--- config.mk ---
export PLATFORM = sky130hd
export DESIGN_NAME = waitCounter
export DESIGN_NICKNAME = d
export VERILOG_FILES = /design/src/hdl/waitCounter.sv
export SDC_FILE = /design/constraint.sdc
export NUM_CORES = 1
export LEC_CHECK = 0
export BUFFER_PORTS_ARGS = -buffer_cell sky130_fd_sc_hd__buf_2
export CAP_MARGIN = 20
export CORE_AREA = 2 2 39 41
export DETAILED_ROUTE_END_ITERATION = 8
export DIE_AREA = 0 0 41 43
export MAX_ROUTING_LAYER = met4
export SYNTH_ARGS = -nofsm -noshare
export SYNTH_HDL_FRONTEND = slang
export SYNTH_SLANG_ARGS = --single-unit
--- constraint.sdc ---
create_clock -name HCLK -period 1.3 [get_ports HCLK]
set_input_delay 0.13 -clock HCLK [delete_from_list [all_inputs] [get_ports HCLK]]
set_output_delay 0.13 -clock HCLK [all_outputs]
set_load 0.05 [all_outputs]
--- src/hdl/waitCounter.sv ---
`timescale 1ns/1ps

module waitCounter #(
  parameter int MEM_WAIT = 2
) (
  input  logic HCLK,
  input  logic arstN,
  input  logic load,
  output logic done
);

  // load cycle already counts as one wait state
  localparam logic [3:0] START = (MEM_WAIT > 0) ? 4'(MEM_WAIT - 1) : 4'd0;

  logic [3:0] count;

  always_ff @(posedge HCLK or negedge arstN) begin
    if (!arstN) begin
      count <= '0;
    end else if (load) begin
      count <= START;
    end else if (count != '0) begin
      // holds at zero
      count <= count - 4'd1;
    end
  end

  // a pending load hides a stale zero
  assign done = (count == '0) && !load;

endmodule

==> metrics.md <==
| Metric | Value |
|---|---|
| Status | finished with violations |
| Failing checks | negative setup slack |
| CTS tree | built |
| H-tree depth | 1 |
| Core area | between 1000 and 1500 um2 |
| Reg2reg setup slack | -140 ps |
| Net Count, Synth | 25 |
| Peak supply drop | 1.06 mV |
| Max-slew headroom at the worst pin | 73.2% |
| Critical Path End Type | output pin |
| Total vias in the final route | roughly 230 |
| Max FFs per register | 4 |
| Crit path launch type | flip-flop |
| Mapped Avg Cell Area | between 10 and 15 um2 |
| Clock Sinks | 4 |
| TritonCTS Buffers | 3 |
| Routed length per instance | 11.1 um |
| Worst Hold Class | in -> reg |
| Global route total overflow | 0 |
| Area of the multi-input gates | ~150 um2 |
| Area delta synth->final | 81.6% |
| Combinational Power Share | a little over three fifths |
| Cell Chain, Critical Path | inv_2 > ha_4 > or3b_4 > nor2_4 > buf_6 |
| Drc violations | 0 |
| CTS clock-pin slew for the worst setup and hold paths | around 30 ps |
| Initial antenna violation count | 0 |
| PwrDens | between 2000 and 2500 nW/um2 |
| Largest net degree at the start of global routing | 8 |
| Clock Latency Late Sink | approximately 230 ps |
| Site Rows | 14 |
| Worst Setup Path Type | reg -> out |
| Post-route setup slack | -286 ps |
| Die Span X | 41 um |
| Die Height | roughly 43 um |
| TNS Setup | -514 ps |
| Tmin final | around 1600 ps |
| IO buf count | 3 |
| Top cells by area, synth | dfrtp_1 46%, ha_1 5.7%, nor2b_1 5.7%, mux2_2 5.2%, or3b_4 5.2% |
| Worst Tran Pin Value | 396 ps |
| Power Internal | roughly 620 uW |
| Mapped Cells | 21 |
| Post-synth top area cell | dfrtp_1 |
| Vias in the first global route | 231 |
| Biggest regs | count (4) |
| Most flop-heavy register | count |
| CP max-delay cell | or3b_4 |
| Sw Pwr | around 340 uW |
| Clock share of power | between 15 and 20% |
| Register share of total power | a little over a fifth |
| Post-synthesis sequential area ratio | approximately 46% |
| Distinct cells, synth | 14 |
| 1st-pass router iterations | 2 |
| Critical Path Fanout Max | 2 |
| Crit path DAT | about 1500 ps |
| Top cell type's share of synthesized area | between 40 and 50% |
| Number of primary I/O pins | 4 |
| Fin util | 28.6% |
| Total leakage power | about 0.00017 uW |
| Final slew viol count | 0 |
| CTS Buffer Depth | 2 |
| Antenna viol nets, final | 0 |
| CP peak stage delay | slightly below 400 ps |
| Layout fillers | roughly 150 |
| Switch share | a little over a third |
| Initial detailed-routing violation count | 1 |
| Layout Skew | 2.20 ps |
| Max-cap violation count | 0 |
| All-Layer GR Usage | slightly below 8% |
| Share of cells above drive strength 1 | a little under two thirds |
| Initial Util | 15.7% |
| Drt total wl | about 580 um |
| Cell area after synthesis | roughly 220 um2 |
| RSZ-0062 raised after global routing | yes |
| Yosys Warn Count | 0 |
| HPWL Detailed | approximately 320 um |
| #FFs+latches synth | 4 |
| Global placement routability congestion | between 0.8 and 0.9 |
| Endpoints failing setup | 3 |
| Vias per inst | 4.37 |
| Die area | approximately 1800 um2 |
| Worst EP required | between 1000 and 1500 ps |
| Nets | 42 |
| Final Hold Fails | 0 |
| Register area | 100 um2 |
| CTS Root Cell | clkbuf_4 |
| Fin crit share | 122% |
| Global-route wire length before repair | a little over 800 um |
| Achievable Freq | between 600 and 700 MHz |
| Antenna cells | 0 |
==> through the flow <==
step / hold slack, ps / power (uW) / setup WS, ps / instances / cell area [um2]
5_1_grt: 200 / 1020 / -327 / 52 / 395
4_1_cts: 171 / 836 / -293 / 52 / 367
3_5_place_dp: -64.0 / 576 / -153 / 45 / 300
2_1_floorplan: -166 / 437 / -129 / 21 / 228
3_3_place_gp: -64.9 / 571 / -145 / 45 / 300
6_report: 202 / 952 / -286 / 52 / 395
==> cell usage after synthesis <==
cell type / instances
nor2_1: 2
mux2_2: 1
nor2b_1: 2
nand3b_1: 1
or3b_4: 1
mux2i_1: 1
dfrtp_1: 4
a21oi_1: 1
nand2b_1: 1
ha_1: 1
inv_1: 2
nor3_1: 2
nor4b_1: 1
a211oi_1: 1
==> worst paths after layout <==
kind                                from        to  cells after the start
worst min-delay path                load  count[1]                      2
worst max-delay path            count[1]      done                      5
max in group asynchronous          arstN  count[1]                      2
worst min register to register  count[0]  count[1]                      3
min in group asynchronous          arstN  count[3]                      2
worst max register to register  count[1]  count[1]                      5
==> repair_timing <==
item / CTS / global route
setup endpoints to repair: 2 / 4
endpoints found under the hold margin: 4 / 0
resized for setup: 3 / 7
buffers inserted: 3 / 0
hold buffers: 1 / 0
pin swaps: 1 / 2
==> critical path: cells and delay by family (launching register included) <==
| family | cells | cell delay, ps |
|---|---|---|
| adders and majority gates | 1 | 120 |
| buffers and inverters | 2 | 230 |
| DFF | 1 | 370 |
| and+or+nand+nor | 2 | 500 |
==> cells in the final DEF (no fill, tap or decap) <==
master         count
or3b_4             1
nand2b_1           1
nor3_1             1
nor2_4             1
mux2_4             1
nor4b_1            1
clkbuf_4           3
nor3_4             1
mux2i_2            1
buf_4              8
nor2b_1            2
buf_2              2
nand3b_1           1
inv_2              2
dfrtp_1            4
dlygate4sd3_1      1
buf_6              1
a21oi_1            1
nor2_1             1
a211oi_2           1
ha_4               1
==> final cells by class <==
class,instances,area share (%)
multi-input combinational,15,38.9
clock buffer,3,5.70
sequential,4,25.3
tap,16,5.06
timing repair buffer,12,23.1
inverter,2,1.90
==> cell families after synthesis <==
| logic type | Yosys count | share of synthesized area (%) |
|---|---|---|
| simple gates | 10 | 29.3 |
| flops | 4 | 46.0 |
| compound gates | 2 | 5.75 |
| buf+inv | 2 | 3.45 |
| mux | 2 | 9.77 |
| fa+ha+maj | 1 | 5.75 |
==> per-layer routing <==
metal / track usage [%] / vias to the layer above / share of wire, %
li1: - / 105 / -
met1: 6.86 / 112 / 31
met2: 10.3 / 6 / 59
met3: 4.19 / 4 / 5.9
met4: 9.33 / 0 / 4.0
met5: - / - / 0
==> power by group through the flow <==
stage	clock, uW	combinational, uW	sequential, uW
CTS	160	482	194
floorplan	0	231	206
finish	149	603	200
detailed placement	0	379	197
global placement	0	376	196
global route	163	653	206
(Power assumes the default switching activity.)
