File: config.mk
export PLATFORM = sky130hd
export DESIGN_NAME = ioPeripherals_flat
export DESIGN_NICKNAME = d
export VERILOG_FILES = /design/src/hdl/ahbPkg.sv /design/src/hdl/slaveBus.sv /design/src/hdl/ioPeripherals.sv /design/src/flat_wrapper.sv
export SDC_FILE = /design/constraint.sdc
export NUM_CORES = 1
export LEC_CHECK = 0
export BUFFER_PORTS_ARGS = -buffer_cell sky130_fd_sc_hd__buf_2
export CORE_ASPECT_RATIO = 1.25
export CORE_MARGIN = 2
export CORE_UTILIZATION = 55
export DETAILED_ROUTE_END_ITERATION = 10
export GPL_TIMING_DRIVEN = 0
export PLACE_DENSITY = 0.81
export SLEW_MARGIN = 20
export SYNTH_ARGS = -nofsm -noshare
export SYNTH_HDL_FRONTEND = slang
export SYNTH_SLANG_ARGS = --single-unit
File: constraint.sdc
create_clock -name HCLK -period 3.5 [get_ports HCLK]
set_input_delay 0.7 -clock HCLK [delete_from_list [all_inputs] [get_ports HCLK]]
set_output_delay 0.7 -clock HCLK [all_outputs]
set_load 0.02 [all_outputs]
File: src/hdl/ahbPkg.sv
package ahbPkg;

  // bus widths
  localparam int ADDR_W = 32;
  localparam int DATA_W = 32;

  // haddr bit that picks the io region over memory
  localparam int REGION_BIT = 31;

  // transfer size as carried on hsize
  typedef enum logic [2:0] {
    SIZE_BYTE = 3'd0,
    SIZE_HALF = 3'd1,
    SIZE_WORD = 3'd2
  } hsizeE;

  // io register word offsets, taken from haddr[4:2]
  localparam int REG_IDX_W = 3;

  // write loads and starts the timer
  localparam logic [REG_IDX_W-1:0] REG_TIMER_LOAD = 3'd0;
  // current count, read only
  localparam logic [REG_IDX_W-1:0] REG_TIMER_VALUE = 3'd1;
  // pending sources, write one to clear
  localparam logic [REG_IDX_W-1:0] REG_INT_STATUS = 3'd2;
  // per source enable
  localparam logic [REG_IDX_W-1:0] REG_INT_ENABLE = 3'd3;
  // one sends the source to fiq instead of irq
  localparam logic [REG_IDX_W-1:0] REG_INT_FIQSEL = 3'd4;
  // write one to raise a status bit by software
  localparam logic [REG_IDX_W-1:0] REG_SOFT_INT = 3'd5;

  // interrupt source numbering
  localparam int SRC_TIMER = 0;
  // also the width of every interrupt register
  localparam int NUM_SRC = 8;

endpackage

File: src/hdl/slaveBus.sv
`timescale 1ns/1ps

interface slaveBus ();
  import ahbPkg::*;

  // request side, driven by the router
  logic              sel;
  logic              write;
  hsizeE             size;
  logic [ADDR_W-1:0] addr;
  logic [DATA_W-1:0] wdata;

  // response side, driven by the slave
  logic [DATA_W-1:0] rdata;
  logic              ready;

  modport router (
    output sel, write, size, addr, wdata,
    input  rdata, ready
  );

  // memory sequencing only needs the handshake
  modport memCtrl (
    input  sel, write,
    output ready
  );

  // memory array sees the payload
  modport memData (
    input  addr, size, wdata, write,
    output rdata
  );

  // io registers ignore size
  modport ioSlave (
    input  sel, write, addr, wdata,
    output rdata, ready
  );

endinterface

File: src/hdl/ioPeripherals.sv
`timescale 1ns/1ps

module ioPeripherals (
  input  logic      HCLK,
  input  logic      arstN,
  slaveBus.ioSlave  bus,
  output logic      irq,
  output logic      fiq
);
  import ahbPkg::*;

  logic [REG_IDX_W-1:0] regIdx;
  logic                 wrEn;
  logic                 loadWr;
  logic                 statusWr;
  logic                 enableWr;
  logic                 fiqSelWr;
  logic                 softWr;

  logic [DATA_W-1:0]    timerCount;
  logic                 timerFire;

  logic [NUM_SRC-1:0]   status;
  logic [NUM_SRC-1:0]   enable;
  logic [NUM_SRC-1:0]   fiqSel;
  logic [NUM_SRC-1:0]   setMask;
  logic [NUM_SRC-1:0]   clrMask;

  // word offset within the io block
  assign regIdx = bus.addr[REG_IDX_W+1:2];

  // zero wait, writes land at this edge
  assign bus.ready = bus.sel;
  assign wrEn      = bus.sel && bus.write;

  assign loadWr   = wrEn && (regIdx == REG_TIMER_LOAD);
  assign statusWr = wrEn && (regIdx == REG_INT_STATUS);
  assign enableWr = wrEn && (regIdx == REG_INT_ENABLE);
  assign fiqSelWr = wrEn && (regIdx == REG_INT_FIQSEL);
  assign softWr   = wrEn && (regIdx == REG_SOFT_INT);

  // timer counts down to zero and stops
  always_ff @(posedge HCLK or negedge arstN) begin
    if (!arstN) begin
      timerCount <= '0;
    end else if (loadWr) begin
      timerCount <= bus.wdata;
    end else if (timerCount != '0) begin
      timerCount <= timerCount - 1'b1;
    end
  end

  // expiry on the 1 to 0 step
  // a reload in that cycle cancels it
  assign timerFire = (timerCount == DATA_W'(1)) && !loadWr;

  // set sources, software and timer
  always_comb begin
    setMask = softWr ? bus.wdata[NUM_SRC-1:0] : '0;
    setMask[SRC_TIMER] = setMask[SRC_TIMER] | timerFire;
  end

  // write one to clear
  assign clrMask = statusWr ? bus.wdata[NUM_SRC-1:0] : '0;

  always_ff @(posedge HCLK or negedge arstN) begin
    if (!arstN) begin
      status <= '0;
      enable <= '0;
      fiqSel <= '0;
    end else begin
      // set applied after clear so hardware wins
      status <= (status & ~clrMask) | setMask;
      if (enableWr) begin
        enable <= bus.wdata[NUM_SRC-1:0];
      end
      if (fiqSelWr) begin
        fiqSel <= bus.wdata[NUM_SRC-1:0];
      end
    end
  end

  // pending and enabled, split by fiq select
  assign irq = |(status & enable & ~fiqSel);
  assign fiq = |(status & enable & fiqSel);

  // register readback
  always_comb begin
    case (regIdx)
      REG_TIMER_VALUE: begin
        bus.rdata = timerCount;
      end
      REG_INT_STATUS: begin
        bus.rdata = DATA_W'(status);
      end
      REG_INT_ENABLE: begin
        bus.rdata = DATA_W'(enable);
      end
      REG_INT_FIQSEL: begin
        bus.rdata = DATA_W'(fiqSel);
      end
      default: begin
        // load, soft and unused offsets
        bus.rdata = '0;
      end
    endcase
  end

endmodule

File: src/flat_wrapper.sv
// flat-port wrapper written by rule: the top's interface ports become plain ports
module ioPeripherals_flat import ahbPkg::*;
  (HCLK, arstN, irq, fiq, bus_sel, bus_write, bus_addr, bus_wdata, bus_rdata, bus_ready);
  slaveBus bus_i ();
  input  logic HCLK;
  input  logic arstN;
  output logic irq;
  output logic fiq;
  input wire logic [$bits(bus_i.sel)-1:0] bus_sel;
  input wire logic [$bits(bus_i.write)-1:0] bus_write;
  input wire logic [$bits(bus_i.addr)-1:0] bus_addr;
  input wire logic [$bits(bus_i.wdata)-1:0] bus_wdata;
  output wire logic [$bits(bus_i.rdata)-1:0] bus_rdata;
  output wire logic [$bits(bus_i.ready)-1:0] bus_ready;
  assign bus_i.sel = bus_sel;
  assign bus_i.write = bus_write;
  assign bus_i.addr = bus_addr;
  assign bus_i.wdata = bus_wdata;
  assign bus_rdata = bus_i.rdata;
  assign bus_ready = bus_i.ready;
  ioPeripherals u_core (.HCLK(HCLK), .arstN(arstN), .bus(bus_i), .irq(irq), .fiq(fiq));
endmodule
==> impl_metrics.toml, run 1 <==
[sta]
final_max_slew_viol_count = 0
slew_headroom_pct = 42.1
fmax_mhz = 308
setup_viol = 0
clock_skew_ns = 0.00909
fin_crit_ns = 3.25
setup_tns_ns = 0
finalCritPeriodShare_pct = 92.8
rsz0062_at_grt = "false"
worst_pin_slew_ns = 0.862
hold_viol_final = 0

[global_routing]
grt_max_degree = 57
antenna_found_initial = 0
grt_pass1_wl_um = 14400
grt_pass1_vias = 2940
track_usage_pct = 27.4
grt_overflow_total = 0

[clock_tree]
cts_tree = "built"
clk_latency_ns = 0.32
post_cts_buffers = 0
cts_root_buf = "clkbuf_8"
cts-resized-gates = 0
ctsHtreeMaxLevel = 2
postCtsHoldBufs = 0
cts_sinks = 56
cts_buffers = 5
cts_buffer_depth = 2
path_clk_slew_ns = 0.11

[logic_synthesis]
synth_area_per_cell_um2 = 9.16
synthSimpleGateAreaFrac_pct = 28.6
ys_ff_latch = 56
synth_area_leader_cell = "dfrtp_1"
yosys_warnings = 0
synth.area.top_cells = "dfrtp_1 41%, mux2_2 8.2%, nand2_1 5.6%, and2_1 4.4%, nor2_1 3.4%"
seq_area_frac_synth_pct = 40.9
ys.flop_type = "dfrtp_1"
synth_mux_area_share_pct = 9.68
synth-compound-area-share_pct = 14.6
synthAdderAreaFrac_pct = 0.730
synth_area_mm2 = 0.00343
synth_edf_count = 0
synth_top_family_by_area = "simple AND/OR/NAND/NOR gates"
yosys.cell_count.top_type = "dfrtp_1"
syn_nets = 444
synthDominantCellAreaShare_pct = 40.9
synthXorXnorAreaFrac_pct = 2.81
netlist_top_cells_count = "56 x dfrtp_1, 51 x nand2_1, 31 x nor2_1, 25 x mux2_2, 24 x and2_1"
async_flop_share_pct = 100
synth.distinct_cells = 45
synthCells = 374

[outcome]
status = "finished clean"

[run]
max_cap_violations = 0

[setup_path]
slowest_stage = "nor2b_1"
crit_type = "in2out"
cp_data_arrival_time_ns = 2.55
cp_max_fo = 10
cp.required_ns = 2.80
worstReg2RegStart = "u_core.timerCount[0]"
cp_num_buf_inv = 4
worst_setup_path_start_kind = "input port"
crit_chain = "buf_2, nor2b_1, clkbuf_1, nor2b_1, clkbuf_1, and2_1, buf_2"
critPathMaxStageDelay_ns = 0.50
reg2reg_depth = 8
end_kind = "output port"
crit_family = "buffers and inverters"
reg2reg_slack_ns = 0.67
rr_endpoint = "u_core.timerCount[20]"

[placement]
dp_hpwl_um = 6710
placed_cells = 532
place_congestion = 0.920
io_buffers = 73

[pwr]
leakage_uw = 0.00171
vdd_drop_max_mv = 0.260
p_per_area_mw_per_mm2 = 510

[final_layout]
drive_gt1_share_pct = 26.8
syn2layout_area_growth_pct = 16.5
antenna_cells = 0
final_cell_count_no_fill = 540
nNetsFinal = 524

[floorplanning]
die_w_um = 74.6
io_pins = 103
core_area_mm2 = 0.00609
die_y_um = 92.2
dieArea_mm2 = 0.00688
core.rowCount = 32
start_util_pct = 56.3

[drt]
wl_met1_um = 4080
highest_layer = "met4"
drt_iter0_markers = 201
route.detailed.drc = 0
vias = 3218
vias_per_cell = 5.96
dr_wl_met3_um = 435
met2_length_um = 4620
firstDrtPassIters = 5
wl_per_cell_um = 17.1
antenna_left = 0
route.final.wire_length_um = 9240

[hold_path]
hp-class = "in2async"
[layout make-up]
| class | count | area, µm² |
|---|---|---|
| tap | 85 | 106 |
| inverter | 2 | 7.51 |
| buffer | 16 | 85.1 |
| sequential | 56 | 1400 |
| timing repair buffer | 73 | 368 |
| clock buffer | 5 | 68.8 |
| multi-input combinational | 300 | 1930 |
| fill | 534 | 2090 |
| clock inverter | 3 | 22.5 |
[worst register-to-register path: stages, from the launching register on]
cell	delay, ns
dfrtp_1	0.47
inv_1	0.16
ha_1	0.19
or3b_2	0.44
buf_2	0.19
nor4_4	0.39
nand3_1	0.34
nand2_1	0.37
o21ai_0	0.16
[report_power, final]
group	leakage, µW	switching, µW	total, µW	internal (µW)
Combinational	0.00100	301	591	291
Clock	0.0000485	230	375	144
Sequential	0.000662	247	1070	821
[routing by layer]
metal,vias up,track usage (%)
met5,-,0
met4,0,7.29
met3,11,3.30
met2,124,45.5
met1,1558,37.4
li1,1525,-
[how the worst max path moves through the flow]
stage | startpoint | endpoint | slack (ns) | cells past startpoint
CTS | bus_addr[3] | bus_rdata[14] | 0.30 | 7
floorplan | bus_addr[2] | bus_rdata[10] | 1.01 | 5
finish | bus_addr[3] | bus_rdata[14] | 0.25 | 7
global placement | bus_addr[3] | bus_rdata[9] | 0.28 | 7
global route | bus_addr[3] | bus_rdata[26] | 0.11 | 7
detailed placement | bus_addr[3] | bus_rdata[18] | 0.33 | 7
[placed cells by master, fill, tap and decap left out, drive strengths merged]
master,instances
nand3,8
a211oi,1
nand4,3
nand2,51
o22ai,4
dfrtp,56
o21a,2
o31ai,9
buf,77
o21ai,19
clkinv,2
and4,1
xnor2,9
nor3,9
o211ai,2
nor2b,3
or3b,1
mux2i,5
a31oi,14
a22oi,9
nand2b,4
ha,2
xor2,2
and2,24
or3,15
nor2,31
clkbuf,17
a22o,7
or2,2
nor4,10
a21oi,11
nand3b,2
and3,5
mux2,25
or4,10
inv,3
[metrics by stage]
stage,power [µW],setup slack (ns),utilization [%],cell area [µm²],hold WS [ns]
4_1_cts,2030,0.296,65.6,3990,0.453
2_1_floorplan,1440,1.01,-,3430,0.404
6_report,2030,0.252,65.6,3990,0.414
3_5_place_dp,1660,0.326,64.1,3900,0.535
5_1_grt,2160,0.113,65.6,3990,0.467
3_3_place_gp,1630,0.284,64.0,3900,0.523
[sequential cells by signal, indices dropped and copies added (netlist names)]
register and count:
u_core.enable 8, u_core.timerCount 32, u_core.status 8, u_core.fiqSel 8
[logic make-up (layout without fill, tap and decap cells)]
kind of cell    Yosys count  after routing
compound gates           78             78
fa+ha+maj                 2              2
mux                      30             30
xor+xnor                 11             11
flops                    56             56
buf+inv                  18             99
simple gates            179            179
No activity file was read; power rests on OpenSTA's default activity.
==> run 2: changes to the inputs <==
CORE_UTILIZATION = 52   (was 55)
PLACE_DENSITY = 0.77   (was 0.81)
clock period = 3.02 ns   (was 3.5 ns; I/O delays follow)
==> run 2 against run 1 <==
Net effect: hold slack worse by 0.081 ns; core utilization decreased by 3.6 points; via count rose by 0.59%; design area grew 0.60%; final cell count increased by 0.37%; die area rose by 5.5%; clock-buffer cell count rose by 1; global-route usage fell by 1.4 points; first-iteration DRC count increased by 12%; critical endpoint is now bus_rdata[15]; highest routed layer unchanged.
==> impl_metrics.toml, run 2 (synthesized netlist as in run 1, its figures left out) <==
[sta]
worst_pin_slew_ns = 0.842
slew_headroom_pct = 43.7
fmax_mhz = 357
finalCritPeriodShare_pct = 92.8
timing.final.ws_setup_ns = 0.219
setup_viol = 0
fin_crit_ns = 2.80
clock_skew_ns = 0.00659
rsz0062_at_grt = "false"
final_max_slew_viol_count = 0
hold_viol_final = 0
hold_ws_ns = 0.333

[final_layout]
layout_common_cells = "73 x buf_2, 56 x dfrtp_1, 51 x nand2_1"
nNetsFinal = 524
syn2layout_area_growth_pct = 17.2
final_common_cell = "buf_2"
drive_gt1_share_pct = 27.3
antenna_cells = 0
largest_reg_flops = 32
utilization_pct = 61.9
final_design_area_no_fill_mm2 = 0.00402
regMostFlops = "u_core.timerCount"

[setup_path]
crit_chain = "buf_2, nor2b_1, clkbuf_1, nor2b_2, clkbuf_2, and2_1, buf_2"
cp_num_buf_inv = 4
slowest_stage = "nor2b_2"
worst_setup_path_start_kind = "input port"
cp.required_ns = 2.42
crit_family = "buffers and inverters"
end_kind = "output port"
path_common_cell = "buf_2"
critPathMaxStageDelay_ns = 0.37
cp_data_arrival_time_ns = 2.20
cp_max_fo = 10
crit_type = "in2out"

[clock_tree]
cts_buffer_depth = 2
clk_latency_ns = 0.31
ctsHtreeMaxLevel = 2
cts_tree = "built"
cts_sinks = 56
cts_buffers = 5
post_cts_buffers = 0
postCtsHoldBufs = 0
path_clk_slew_ns = 0.10
cts_root_buf = "clkbuf_8"

[drt]
antenna_left = 0
firstDrtPassIters = 4
route.final.wire_length_um = 9290
drt_iter0_markers = 226
vias = 3237
wl_per_cell_um = 17.1
vias_per_cell = 5.97
route.detailed.drc = 0

[placement]
place_congestion = 0.906
place_ws_ns = 0.00330
dp_hpwl_um = 6650
place_area_mm2 = 0.00390
io_buffers = 73

[pwr]
clockPowerShare_pct = 20.6
vdd_drop_max_mv = 0.300
intPower_uw = 1540
p_per_area_mw_per_mm2 = 601
leakage_uw = 0.00173
switchingPower_uw = 877
p_seq_share_pct = 51.2
p_comb_share_pct = 28.2
swShare_pct = 36.3

[global_routing]
grt_pass1_wl_um = 15000
antenna_found_initial = 0
grt_pass1_vias = 3015
track_usage_pct = 26.0
grt_max_degree = 57
grt_overflow_total = 0

[floorplanning]
io_pins = 103
core_area_mm2 = 0.00648
core.rowCount = 33
die_y_um = 94.7
start_util_pct = 52.8
dieArea_mm2 = 0.00726
die_w_um = 76.6

[run]
max_cap_violations = 0

[hold_path]
hp-class = "in2async"

[outcome]
status = "finished clean"
run 2: final timing paths:
kind                                       from                     to  slack, ns  cells past startpoint
setup / recovery                    bus_addr[3]          bus_rdata[15]       0.22                      7
hold / removal                            arstN       u_core.status[3]       0.33                      1
setup reg to reg           u_core.timerCount[0]  u_core.timerCount[20]       0.23                      8
hold reg to reg                u_core.status[4]       u_core.status[4]       0.56                      1
max in group asynchronous                 arstN  u_core.timerCount[19]       2.23                      1
min in group HCLK                 bus_wdata[22]  u_core.timerCount[22]       0.48                      3
run 2: timing repair:
item	in CTS	in global routing
pin swaps	0	0
setup endpoints to repair	3	20
resized for setup	1	4
cloned	0	0
run 2: cell type report:
class / count / area [µm²]
clock inverters: 2 / 35.0
well taps: 87 / 109
plain buffers: 16 / 87.6
flip-flops and latches: 56 / 1400
multi-input cells: 300 / 1930
clock buffers: 6 / 72.6
inverters: 2 / 7.51
fillers: 605 / 2470
repair buffers: 73 / 368
run 2: worst register-to-register path, stage by stage, from the launching register on:
cell     delay [ns]
dfrtp_1        0.46
inv_1          0.14
ha_1           0.19
or3b_2         0.47
buf_2          0.19
nor4_4         0.38
nand3_1        0.34
nand2_1        0.35
o21ai_0        0.16
run 2: per-layer routing:
metal  GRT usage (%)  part of all wire [%]  vias to the layer above
li1                -                     -                     1527
met1            34.6                    44                     1562
met2            43.1                    49                      129
met3            3.35                   5.4                       19
met4            10.9                   2.4                        0
met5               0                     0                        -
run 2: through the flow:
stage	total power, µW	setup TNS, ns	std cells
6_report	2410	0	542
3_5_place_dp	1920	0	534
2_1_floorplan	1670	0	374
4_1_cts	2410	0	542
3_3_place_gp	1880	-0.00272	534
5_1_grt	2560	0	542
run 2: power by group through the flow:
| stage | clock network (µW) | logic, µW | registers, µW |
|---|---|---|---|
| 5_1_grt | 535 | 752 | 1270 |
| 3_3_place_gp | 0 | 653 | 1230 |
| 4_1_cts | 502 | 680 | 1230 |
| 6_report | 496 | 680 | 1240 |
| 3_5_place_dp | 0 | 675 | 1240 |
| 2_1_floorplan | 0 | 513 | 1150 |
