`src/hdl/ahbPkg.sv`:
```
package ahbPkg;

  // bus widths
  localparam int ADDR_W = 32;
  localparam int DATA_W = 32;

  // haddr bit that picks the io region over memory
  localparam int REGION_BIT = 31;

  // transfer size as carried on hsize
  typedef enum logic [2:0] {
    SIZE_BYTE = 3'd0,
    SIZE_HALF = 3'd1,
    SIZE_WORD = 3'd2
  } hsizeE;

  // io register word offsets, taken from haddr[4:2]
  localparam int REG_IDX_W = 3;

  // write loads and starts the timer
  localparam logic [REG_IDX_W-1:0] REG_TIMER_LOAD = 3'd0;
  // current count, read only
  localparam logic [REG_IDX_W-1:0] REG_TIMER_VALUE = 3'd1;
  // pending sources, write one to clear
  localparam logic [REG_IDX_W-1:0] REG_INT_STATUS = 3'd2;
  // per source enable
  localparam logic [REG_IDX_W-1:0] REG_INT_ENABLE = 3'd3;
  // one sends the source to fiq instead of irq
  localparam logic [REG_IDX_W-1:0] REG_INT_FIQSEL = 3'd4;
  // write one to raise a status bit by software
  localparam logic [REG_IDX_W-1:0] REG_SOFT_INT = 3'd5;

  // interrupt source numbering
  localparam int SRC_TIMER = 0;
  // also the width of every interrupt register
  localparam int NUM_SRC = 8;

endpackage

```
`src/hdl/slaveBus.sv`:
```
`timescale 1ns/1ps

interface slaveBus ();
  import ahbPkg::*;

  // request side, driven by the router
  logic              sel;
  logic              write;
  hsizeE             size;
  logic [ADDR_W-1:0] addr;
  logic [DATA_W-1:0] wdata;

  // response side, driven by the slave
  logic [DATA_W-1:0] rdata;
  logic              ready;

  modport router (
    output sel, write, size, addr, wdata,
    input  rdata, ready
  );

  // memory sequencing only needs the handshake
  modport memCtrl (
    input  sel, write,
    output ready
  );

  // memory array sees the payload
  modport memData (
    input  addr, size, wdata, write,
    output rdata
  );

  // io registers ignore size
  modport ioSlave (
    input  sel, write, addr, wdata,
    output rdata, ready
  );

endinterface

```
`src/hdl/busRouter.sv`:
```
`timescale 1ns/1ps

module busRouter (
  input  logic                       HREQUEST,
  input  logic                       HWRITE,
  input  ahbPkg::hsizeE              HSIZE,
  input  logic [ahbPkg::ADDR_W-1:0]  HADDR,
  input  logic [ahbPkg::DATA_W-1:0]  HWDATA,
  output logic [ahbPkg::DATA_W-1:0]  HRDATA,
  output logic                       HREADY,
  slaveBus.router                    memBus,
  slaveBus.router                    ioBus
);
  import ahbPkg::*;

  logic ioRegion;

  // top address bit splits memory and io
  assign ioRegion = HADDR[REGION_BIT];

  // only the addressed slave sees the request
  assign memBus.sel = HREQUEST && !ioRegion;
  assign ioBus.sel  = HREQUEST && ioRegion;

  // payload goes to both slaves unchanged
  assign memBus.write = HWRITE;
  assign memBus.size  = HSIZE;
  assign memBus.addr  = HADDR;
  assign memBus.wdata = HWDATA;

  assign ioBus.write = HWRITE;
  assign ioBus.size  = HSIZE;
  assign ioBus.addr  = HADDR;
  assign ioBus.wdata = HWDATA;

  // response mux
  always_comb begin
    if (!HREQUEST) begin
      // idle bus reports ready with no data
      HRDATA = '0;
      HREADY = 1'b1;
    end else if (ioRegion) begin
      HRDATA = ioBus.rdata;
      HREADY = ioBus.ready;
    end else begin
      HRDATA = memBus.rdata;
      HREADY = memBus.ready;
    end
  end

endmodule

```
`src/flat_wrapper.sv`:
```
// flat-port wrapper written by rule: the top's interface ports become plain ports
module busRouter_flat import ahbPkg::*;
  (HREQUEST, HWRITE, HSIZE, HADDR, HWDATA, HRDATA, HREADY, memBus_sel, memBus_write, memBus_size, memBus_addr, memBus_wdata, memBus_rdata, memBus_ready, ioBus_sel, ioBus_write, ioBus_size, ioBus_addr, ioBus_wdata, ioBus_rdata, ioBus_ready);
  slaveBus memBus_i ();
  slaveBus ioBus_i ();
  input  logic HREQUEST;
  input  logic HWRITE;
  input  ahbPkg::hsizeE HSIZE;
  input  logic [ahbPkg::ADDR_W-1:0] HADDR;
  input  logic [ahbPkg::DATA_W-1:0] HWDATA;
  output logic [ahbPkg::DATA_W-1:0] HRDATA;
  output logic HREADY;
  output wire logic [$bits(memBus_i.sel)-1:0] memBus_sel;
  output wire logic [$bits(memBus_i.write)-1:0] memBus_write;
  output wire logic [$bits(memBus_i.size)-1:0] memBus_size;
  output wire logic [$bits(memBus_i.addr)-1:0] memBus_addr;
  output wire logic [$bits(memBus_i.wdata)-1:0] memBus_wdata;
  input wire logic [$bits(memBus_i.rdata)-1:0] memBus_rdata;
  input wire logic [$bits(memBus_i.ready)-1:0] memBus_ready;
  output wire logic [$bits(ioBus_i.sel)-1:0] ioBus_sel;
  output wire logic [$bits(ioBus_i.write)-1:0] ioBus_write;
  output wire logic [$bits(ioBus_i.size)-1:0] ioBus_size;
  output wire logic [$bits(ioBus_i.addr)-1:0] ioBus_addr;
  output wire logic [$bits(ioBus_i.wdata)-1:0] ioBus_wdata;
  input wire logic [$bits(ioBus_i.rdata)-1:0] ioBus_rdata;
  input wire logic [$bits(ioBus_i.ready)-1:0] ioBus_ready;
  assign memBus_sel = memBus_i.sel;
  assign memBus_write = memBus_i.write;
  assign memBus_size = memBus_i.size;
  assign memBus_addr = memBus_i.addr;
  assign memBus_wdata = memBus_i.wdata;
  assign memBus_i.rdata = memBus_rdata;
  assign memBus_i.ready = memBus_ready;
  assign ioBus_sel = ioBus_i.sel;
  assign ioBus_write = ioBus_i.write;
  assign ioBus_size = ioBus_i.size;
  assign ioBus_addr = ioBus_i.addr;
  assign ioBus_wdata = ioBus_i.wdata;
  assign ioBus_i.rdata = ioBus_rdata;
  assign ioBus_i.ready = ioBus_ready;
  busRouter u_core (.HREQUEST(HREQUEST), .HWRITE(HWRITE), .HSIZE(HSIZE), .HADDR(HADDR), .HWDATA(HWDATA), .HRDATA(HRDATA), .HREADY(HREADY), .memBus(memBus_i), .ioBus(ioBus_i));
endmodule
```
`config.mk`:
```
export PLATFORM = sky130hd
export DESIGN_NAME = busRouter_flat
export DESIGN_NICKNAME = d
export VERILOG_FILES = /design/src/hdl/ahbPkg.sv /design/src/hdl/slaveBus.sv /design/src/hdl/busRouter.sv /design/src/flat_wrapper.sv
export SDC_FILE = /design/constraint.sdc
export NUM_CORES = 1
export LEC_CHECK = 0
export ABC_AREA = 1
export BUFFER_PORTS_ARGS = -buffer_cell sky130_fd_sc_hd__buf_2
export CAP_MARGIN = 20
export CORE_AREA = 2 2 119 121
export DETAILED_ROUTE_END_ITERATION = 16
export DIE_AREA = 0 0 121 123
export PLACE_DENSITY = 0.48
export SLEW_MARGIN = 20
export SYNTH_ARGS = -nofsm -noshare
export SYNTH_HDL_FRONTEND = slang
export SYNTH_SLANG_ARGS = --single-unit
```
`constraint.sdc`:
```
create_clock -name vclk -period 1.3
set_input_delay 0.26 -clock vclk [all_inputs]
set_output_delay 0.26 -clock vclk [all_outputs]
set_load 0.005 [all_outputs]
```
==> reports/qor.csv, run 1 <==
metric,value,unit
ys_top_cells_by_area,"buf_4 (56%), nand3_2 (15%), nand3_1 (11%)",
route.antenna.remaining_nets,0,
timing.hold.worst_endpoint,ioBus_addr[24],
final_tns_setup,0,ns
worst-endpoint-required,1.04,ns
gpl.final_weighted_congestion,0.683,
critical_path.cell_chain,buf_2 > buf_12 > nand3_1 > nand2_1 > buf_2,
postSynthCellCount,254,
routed-via-count,1275,
slowest_stage,buf_12,
io_pins,306,
dieHeight,123,µm
worstHoldPathCells,0,
slew_headroom,0.850,
layout.clock_buffers,0,
synthTopCellsByCount,"buf_4 (136), nand3_1 (38), nand2_1 (35), nand3_2 (27)",
avgSynthCellArea,7.12,µm²
placedCellCount,398,
worstPathMaxFanout,41,
crit_type,in -> out,
seqCellArea,0,µm²
first_iter_violations,34,
post_synth_instance_area,0.00181,mm²
worstSetupEndpointType,primary output,
core,0.0136,mm²
synthDistinctLibCells,11,
worst_path_most_repeated_cell,buf_2,
synth_area_leader_cell,buf_4,
start_kind,input pin,
worstHoldPathType,in -> out,
fmax,819,MHz
leakage,0.821,nW
timing.critical_path.slowest_cell_delay,0.23,ns
cts.repair_timing.setup_buffer_count,0,
flops_and_latches,0,
final_min_period,1.22,ns
power_per_cell_area,268,mW/mm²
first_pass_iters,4,
grt_antenna_before_repair,0,
vdd_drop_max,47.6,µV
ys_seq_area_frac,0,
die-area,0.0149,mm²
num-nets-final,355,
netlist.area_leader.share,0.565,
detail_route.drc_violations,0,
initial_core_util,0.133,
route.detailed.wl_per_inst,11.4,µm
hold_start,HADDR[24],
ys_warn_count,0,
grt_first_pass_wirelength,6310,µm
global_route.overflow_total,0,
maxCapViolations,0,
run_status,"finished, final reports clean",
areaGrowthSynthToFinish,-18.0,%
arr_time_crit_path,0.96,ns
groute.usage.overall,0.0527,
finalHoldViolations,0,
die_width,121,µm
antenna_cells,0,
final-max-slew-violation-count,0,
fin_crit_sh,0.939,
synth_most_common_cell,buf_4,
post_route_cells_drive_above_1_share,0.661,
worst-slew-pin-transition,0.225,ns
setup_viol,0,
dpl.hpwl,3760,µm
rsz0062_at_grt,false,
grt_start_max_net_pins,42,
detail_route.wirelength,4550,µm
floorplan.rows,43,
post_drt_via_cell_ratio,3.20,
numPortBuffers,105,
cts.repair.resized,0,
cts_hold_repair.buffers,0,
synth_fp_nets,389,
first_global_vias,1133,
final-instance-count-excl-fill,398,
==> worst max-delay path, delay by kind of cell <==
family	cells	cell delay [ns]
buffers and inverters	3	0.47
AND/OR/NAND/NOR	2	0.19
==> stage by stage <==
stage               utilization  power (W)  setup slack [ns]  cell area [µm²]  hold WS, ns
floorplan                     -   0.000548             0.328             1810        0.601
global placement          0.109   0.000407            0.0718             1480        0.520
detailed placement        0.109   0.000406            0.0759             1480        0.520
CTS                       0.109   0.000408            0.0710             1480        0.520
global route              0.109   0.000447            0.0120             1480        0.520
finish                    0.109   0.000398            0.0797             1480        0.520
==> layout by cell type (no fill, tap or decap) <==
cell type / instances
buf_2: 105
nand3_1: 38
nand2_1: 35
nand3_2: 27
buf_4: 5
buf_12: 4
inv_6: 1
inv_2: 1
nor2_2: 1
inv_1: 1
==> metal layers <==
layer / routed length [µm] / GRT usage
met2: 2010 / 0.0881
met1: 1450 / 0.0500
met3: 759 / 0.0249
met5: 0 / 0
met4: 336 / 0.0414
==> layout make-up <==
| type | instances | area, µm² |
|---|---|---|
| Fill cell | 1593 | 12100 |
| Inverter | 3 | 16.3 |
| Multi-Input combinational cell | 101 | 598 |
| Tap cell | 180 | 225 |
| Timing Repair Buffer | 114 | 643 |
==> kinds of logic (layout without fill, tap and decap cells) <==
logic type / after synthesis / count (layout) / share of synthesized area
buffers and inverters: 153 / 117 / 0.669
and+or+nand+nor: 101 / 101 / 0.331
==> power by group <==
part	internal [W]	leakage (nW)	switching, W
Clock	0	0	0
Sequential	0	0	0
Combinational	0.000203	0.821	0.000195
==> worst max-delay path by stage <==
| stage | from | to | cells past startpoint |
|---|---|---|---|
| 4_1_cts | HREQUEST | HRDATA[28] | 5 |
| 5_1_grt | HREQUEST | HRDATA[28] | 5 |
| 6_report | HREQUEST | HRDATA[28] | 5 |
| 3_3_place_gp | HREQUEST | HRDATA[28] | 5 |
| 3_5_place_dp | HREQUEST | HRDATA[28] | 5 |
| 2_1_floorplan | HADDR[31] | HRDATA[1] | 5 |
No activity file was read; power rests on OpenSTA's default activity.
==> inputs of run 2 (changes only) <==
--- a/config.mk
+++ b/config.mk
@@ -6,12 +6,13 @@
 export NUM_CORES = 1
 export LEC_CHECK = 0
 export ABC_AREA = 1
-export BUFFER_PORTS_ARGS = -buffer_cell sky130_fd_sc_hd__buf_2
+export BUFFER_PORTS_ARGS = -buffer_cell sky130_fd_sc_hd__buf_4
 export CAP_MARGIN = 20
 export CORE_AREA = 2 2 119 121
 export DETAILED_ROUTE_END_ITERATION = 16
 export DIE_AREA = 0 0 121 123
 export PLACE_DENSITY = 0.48
+export RECOVER_POWER = 100
 export SLEW_MARGIN = 20
 export SYNTH_ARGS = -nofsm -noshare
 export SYNTH_HDL_FRONTEND = slang
==> constraint.sdc (replaced) <==
create_clock -name vclk -period 1.3
set_input_delay 0.26 -clock vclk [all_inputs]
set_output_delay 0.26 -clock vclk [all_outputs]
set_load 0.1 [all_outputs]
==> reports/qor.csv, run 2 (same netlist as run 1, synthesis figures left out) <==
metric,value,unit
first_pass_iters,4,
floorplan.rows,43,
run_status,"finished, final reports clean",
detail_route.wirelength,6040,µm
worstHoldPathType,in -> out,
routed-via-count,1366,
route.detailed.wl_per_inst,15.0,µm
timing.critical_path.to,HRDATA[20],
fin_crit_sh,0.984,
worst-slew-pin-transition,0.301,ns
rsz0062_at_grt,true,
die_width,121,µm
sequentialPowerShare,0,
flops_and_latches,0,
layout.clock_buffers,0,
arr_time_crit_path,1.02,ns
route.antenna.remaining_nets,0,
worst-endpoint-required,1.04,ns
grt_antenna_before_repair,0,
worstSetupEndpointType,primary output,
cts_hold_repair.buffers,0,
post_route_cells_drive_above_1_share,0.834,
antenna_cells,0,
worstPathMaxFanout,17,
detail_route.drc_violations,0,
fmax,782,MHz
core,0.0136,mm²
post_drt_via_cell_ratio,3.39,
fin_util,0.174,
p_int,0.000489,W
power_frac_clock,0,
placedCellCount,400,
final_min_period,1.28,ns
gpl.final_weighted_congestion,0.739,
first_iter_violations,41,
num-nets-final,360,
power_dissipated_by_switching_net_loads,0.000848,W
crit_type,in -> out,
hold-worst-slack,0.520,ns
dieHeight,123,µm
groute.usage.overall,0.0703,
numPortBuffers,105,
global_route.overflow_total,0,
seqCellArea,0,µm²
final.fill_count,1498,
io_pins,306,
maxCapViolations,0,
share_comb_of_total_power,1.000,
final-max-slew-violation-count,0,
cp-startpoint,HREQUEST,
die-area,0.0149,mm²
vdd_drop_max,116,µV
initial_core_util,0.133,
grt_start_max_net_pins,19,
slew_headroom,0.800,
mostFrequentLayoutCells,"buf_4 (73), nand3_1 (35), nand3_2 (30)",
start_kind,input pin,
dpl.hpwl,4930,µm
finalHoldViolations,0,
first_global_vias,1375,
most_common_cell_after_layout_fill_and_taps_aside,buf_4,
power_per_cell_area,563,mW/mm²
grt_first_pass_wirelength,8200,µm
final-instance-count-excl-fill,403,
setup_viol,0,
areaGrowthSynthToFinish,31.3,%
leakage,1.05,nW
p_sw_frac,0.634,
-- run 2: cell count changes in the layout (fill, tap and decap cells not counted), sizes merged --
cell,change
buf,+3
clkbuf,+2
clkinvlp,+1
inv,-1
-- run 2: cell type report --
cell class,count,area [µm²],share of cell area
Inverter,3,22.5,0.00949
Multi-Input combinational cell,101,821,0.346
Tap cell,180,225,0.0949
Timing Repair Buffer,119,1310,0.550
-- run 2: how the worst min path moves through the flow --
stage               startpoint              end  slack [ns]  cells after the start
floorplan             HADDR[0]    ioBus_addr[0]        0.73                      1
global placement     HADDR[10]  memBus_addr[10]        0.52                      0
detailed placement   HADDR[10]  memBus_addr[10]        0.52                      0
CTS                  HADDR[10]  memBus_addr[10]        0.52                      0
global route         HWDATA[9]   ioBus_wdata[9]        0.52                      0
finish               HADDR[13]   ioBus_addr[13]        0.52                      0
-- run 2: per-stage QoR --
step                setup TNS [ns]  worst slack [ns]  power (W)  area (µm²)
global route               -0.0290           -0.0184    0.00139        2370
floorplan                  -0.0162           -0.0162    0.00279        2020
global placement             -4.47            -0.167    0.00116        2000
finish                           0            0.0209    0.00134        2370
CTS                              0           0.00128    0.00131        2310
detailed placement           -4.59            -0.172    0.00116        2000
-- run 2: per-layer routing --
layer | up-vias | global-route usage | part of all wire
li1 | 613 | - | -
met1 | 588 | 0.0631 | 0.27
met2 | 136 | 0.135 | 0.52
met3 | 29 | 0.0337 | 0.16
met4 | 0 | 0.0276 | 0.042
met5 | - | 0 | 0
-- run 2: power by group through the flow --
stage / Clock, W / Sequential [W] / Combinational, W
floorplan: 0 / 0 / 0.00279
global placement: 0 / 0 / 0.00116
detailed placement: 0 / 0 / 0.00116
CTS: 0 / 0 / 0.00131
global route: 0 / 0 / 0.00139
finish: 0 / 0 / 0.00134
-- run 2: repair_timing --
action	CTS	global route
setup buffers	1	0
gates resized for setup	65	15
pin swaps	1	0
cloned	2	0
endpoints found under the setup margin	34	27
-- run 2: worst max-delay path: stages --
cell and delay [ns]:
buf_8 0.14, buf_12 0.17, nand3_1 0.15, nand2_4 0.11
buf_12 0.17
==> inputs of run 3 (changes only) <==
--- a/config.mk
+++ b/config.mk
@@ -8,10 +8,12 @@
 export ABC_AREA = 1
 export BUFFER_PORTS_ARGS = -buffer_cell sky130_fd_sc_hd__buf_4
 export CAP_MARGIN = 20
-export CORE_AREA = 2 2 119 121
+export CELL_PAD_IN_SITES_DETAIL_PLACEMENT = 1
+export CELL_PAD_IN_SITES_GLOBAL_PLACEMENT = 2
+export CORE_MARGIN = 2
+export CORE_UTILIZATION = 12
 export DETAILED_ROUTE_END_ITERATION = 16
-export DIE_AREA = 0 0 121 123
-export PLACE_DENSITY = 0.48
+export PLACE_DENSITY = 0.92
 export RECOVER_POWER = 100
 export SLEW_MARGIN = 20
 export SYNTH_ARGS = -nofsm -noshare
==> reports/qor.csv, run 3 (same netlist as run 1, synthesis figures left out) <==
metric,value,unit
run_status,"finished, final reports clean",
dpl.hpwl,4570,µm
post-route-worst-setup-slack,0.0257,ns
critical_path.cell_chain,buf_8 > buf_12 > nand3_1 > nand2_4 > buf_12,
dpl-instance-area,0.00201,mm²
vdd_drop_max,184,µV
final_tns_setup,0,ns
power_per_cell_area,565,mW/mm²
leakage,1.07,nW
initial_core_util,0.123,
cp-startpoint,HADDR[31],
worstSetupEndpointType,primary output,
seqCellArea,0,µm²
dieHeight,127,µm
floorplan.rows,44,
worst-slew-pin-transition,0.301,ns
setup_viol,0,
slew_headroom,0.800,
worstPathMaxFanout,16,
most_common_cell_after_layout_fill_and_taps_aside,buf_4,
groute.usage.overall,0.0658,
timing.critical_path.slowest_cell_delay,0.17,ns
layout.clock_buffers,0,
gpl.final_weighted_congestion,0.686,
worst-endpoint-required,1.04,ns
fin_util,0.168,
die_width,127,µm
worstHoldPathType,in -> out,
cts_hold_repair.buffers,0,
crit_type,in -> out,
crit_buf_inv,3,
fin_crit_sh,0.980,
final-max-slew-violation-count,0,
post_drt_via_cell_ratio,3.37,
io_pins,306,
core,0.0146,mm²
areaGrowthSynthToFinish,35.8,%
start_kind,input pin,
global_route.overflow_total,0,
detail_route.drc_violations,0,
die-area,0.0161,mm²
final_min_period,1.27,ns
flops_and_latches,0,
route.antenna.remaining_nets,0,
routed-via-count,1371,
pre_cts_ws,-0.168,ns
antenna_cells,0,
rsz0062_at_grt,true,
route.detailed.wl_per_inst,14.7,µm
arr_time_crit_path,1.01,ns
fmax,785,MHz
final_area,0.00245,mm²
num-nets-final,360,
grt_antenna_before_repair,0,
mostFrequentLayoutCells,"buf_4 (72), nand3_1 (35), nand3_2 (29)",
post_route_cells_drive_above_1_share,0.834,
grt_start_max_net_pins,17,
finalHoldViolations,0,
numPortBuffers,105,
path_delay_family,buffers and inverters,
first_global_vias,1544,
first_pass_iters,4,
first_iter_violations,24,
worst_path_most_repeated_cell,buf_12,
placedCellCount,405,
slowest_stage,buf_12,
maxCapViolations,0,
grt_first_pass_wirelength,8460,µm
hold_start,HADDR[29],
final-instance-count-excl-fill,407,
detail_route.wirelength,5990,µm
-- run 3: repair_timing --
| action | in CTS | in global routing |
|---|---|---|
| gates resized for setup | 77 | 19 |
| buffers inserted | 0 | 0 |
| gates cloned | 2 | 0 |
| endpoints found under the setup margin | 35 | 31 |
-- run 3: area by class of cell --
class | count | area [µm²]
multi-input cells | 101 | 828
inverters | 3 | 22.5
repair buffers | 119 | 1370
fillers | 1689 | 12200
well taps | 184 | 230
-- run 3: routing by layer --
metal | part of all wire | up-vias | track usage
met5 | 0 | - | 0
met1 | 0.32 | 608 | 0.0674
li1 | - | 616 | -
met4 | 0.015 | 0 | 0.0175
met3 | 0.15 | 21 | 0.0342
met2 | 0.52 | 126 | 0.118
-- run 3: through the flow --
stage	hold slack (ns)	total power [W]
finish	0.520	0.00139
global route	0.520	0.00144
CTS	0.521	0.00136
detailed placement	0.521	0.00118
global placement	0.521	0.00116
floorplan	0.732	0.00279
-- run 3: power breakdown --
part           switching, W  internal [W]  total, W
clock                     0             0         0
combinational      0.000866      0.000522   0.00139
sequential                0             0         0
total              0.000866      0.000522   0.00139
-- run 3: path summary, 6_finish.rpt --
kind / end / slack (ns) / depth (start not counted)
hold / removal: ioBus_addr[29] / 0.52 / 0
setup / recovery: HRDATA[17] / 0.03 / 5
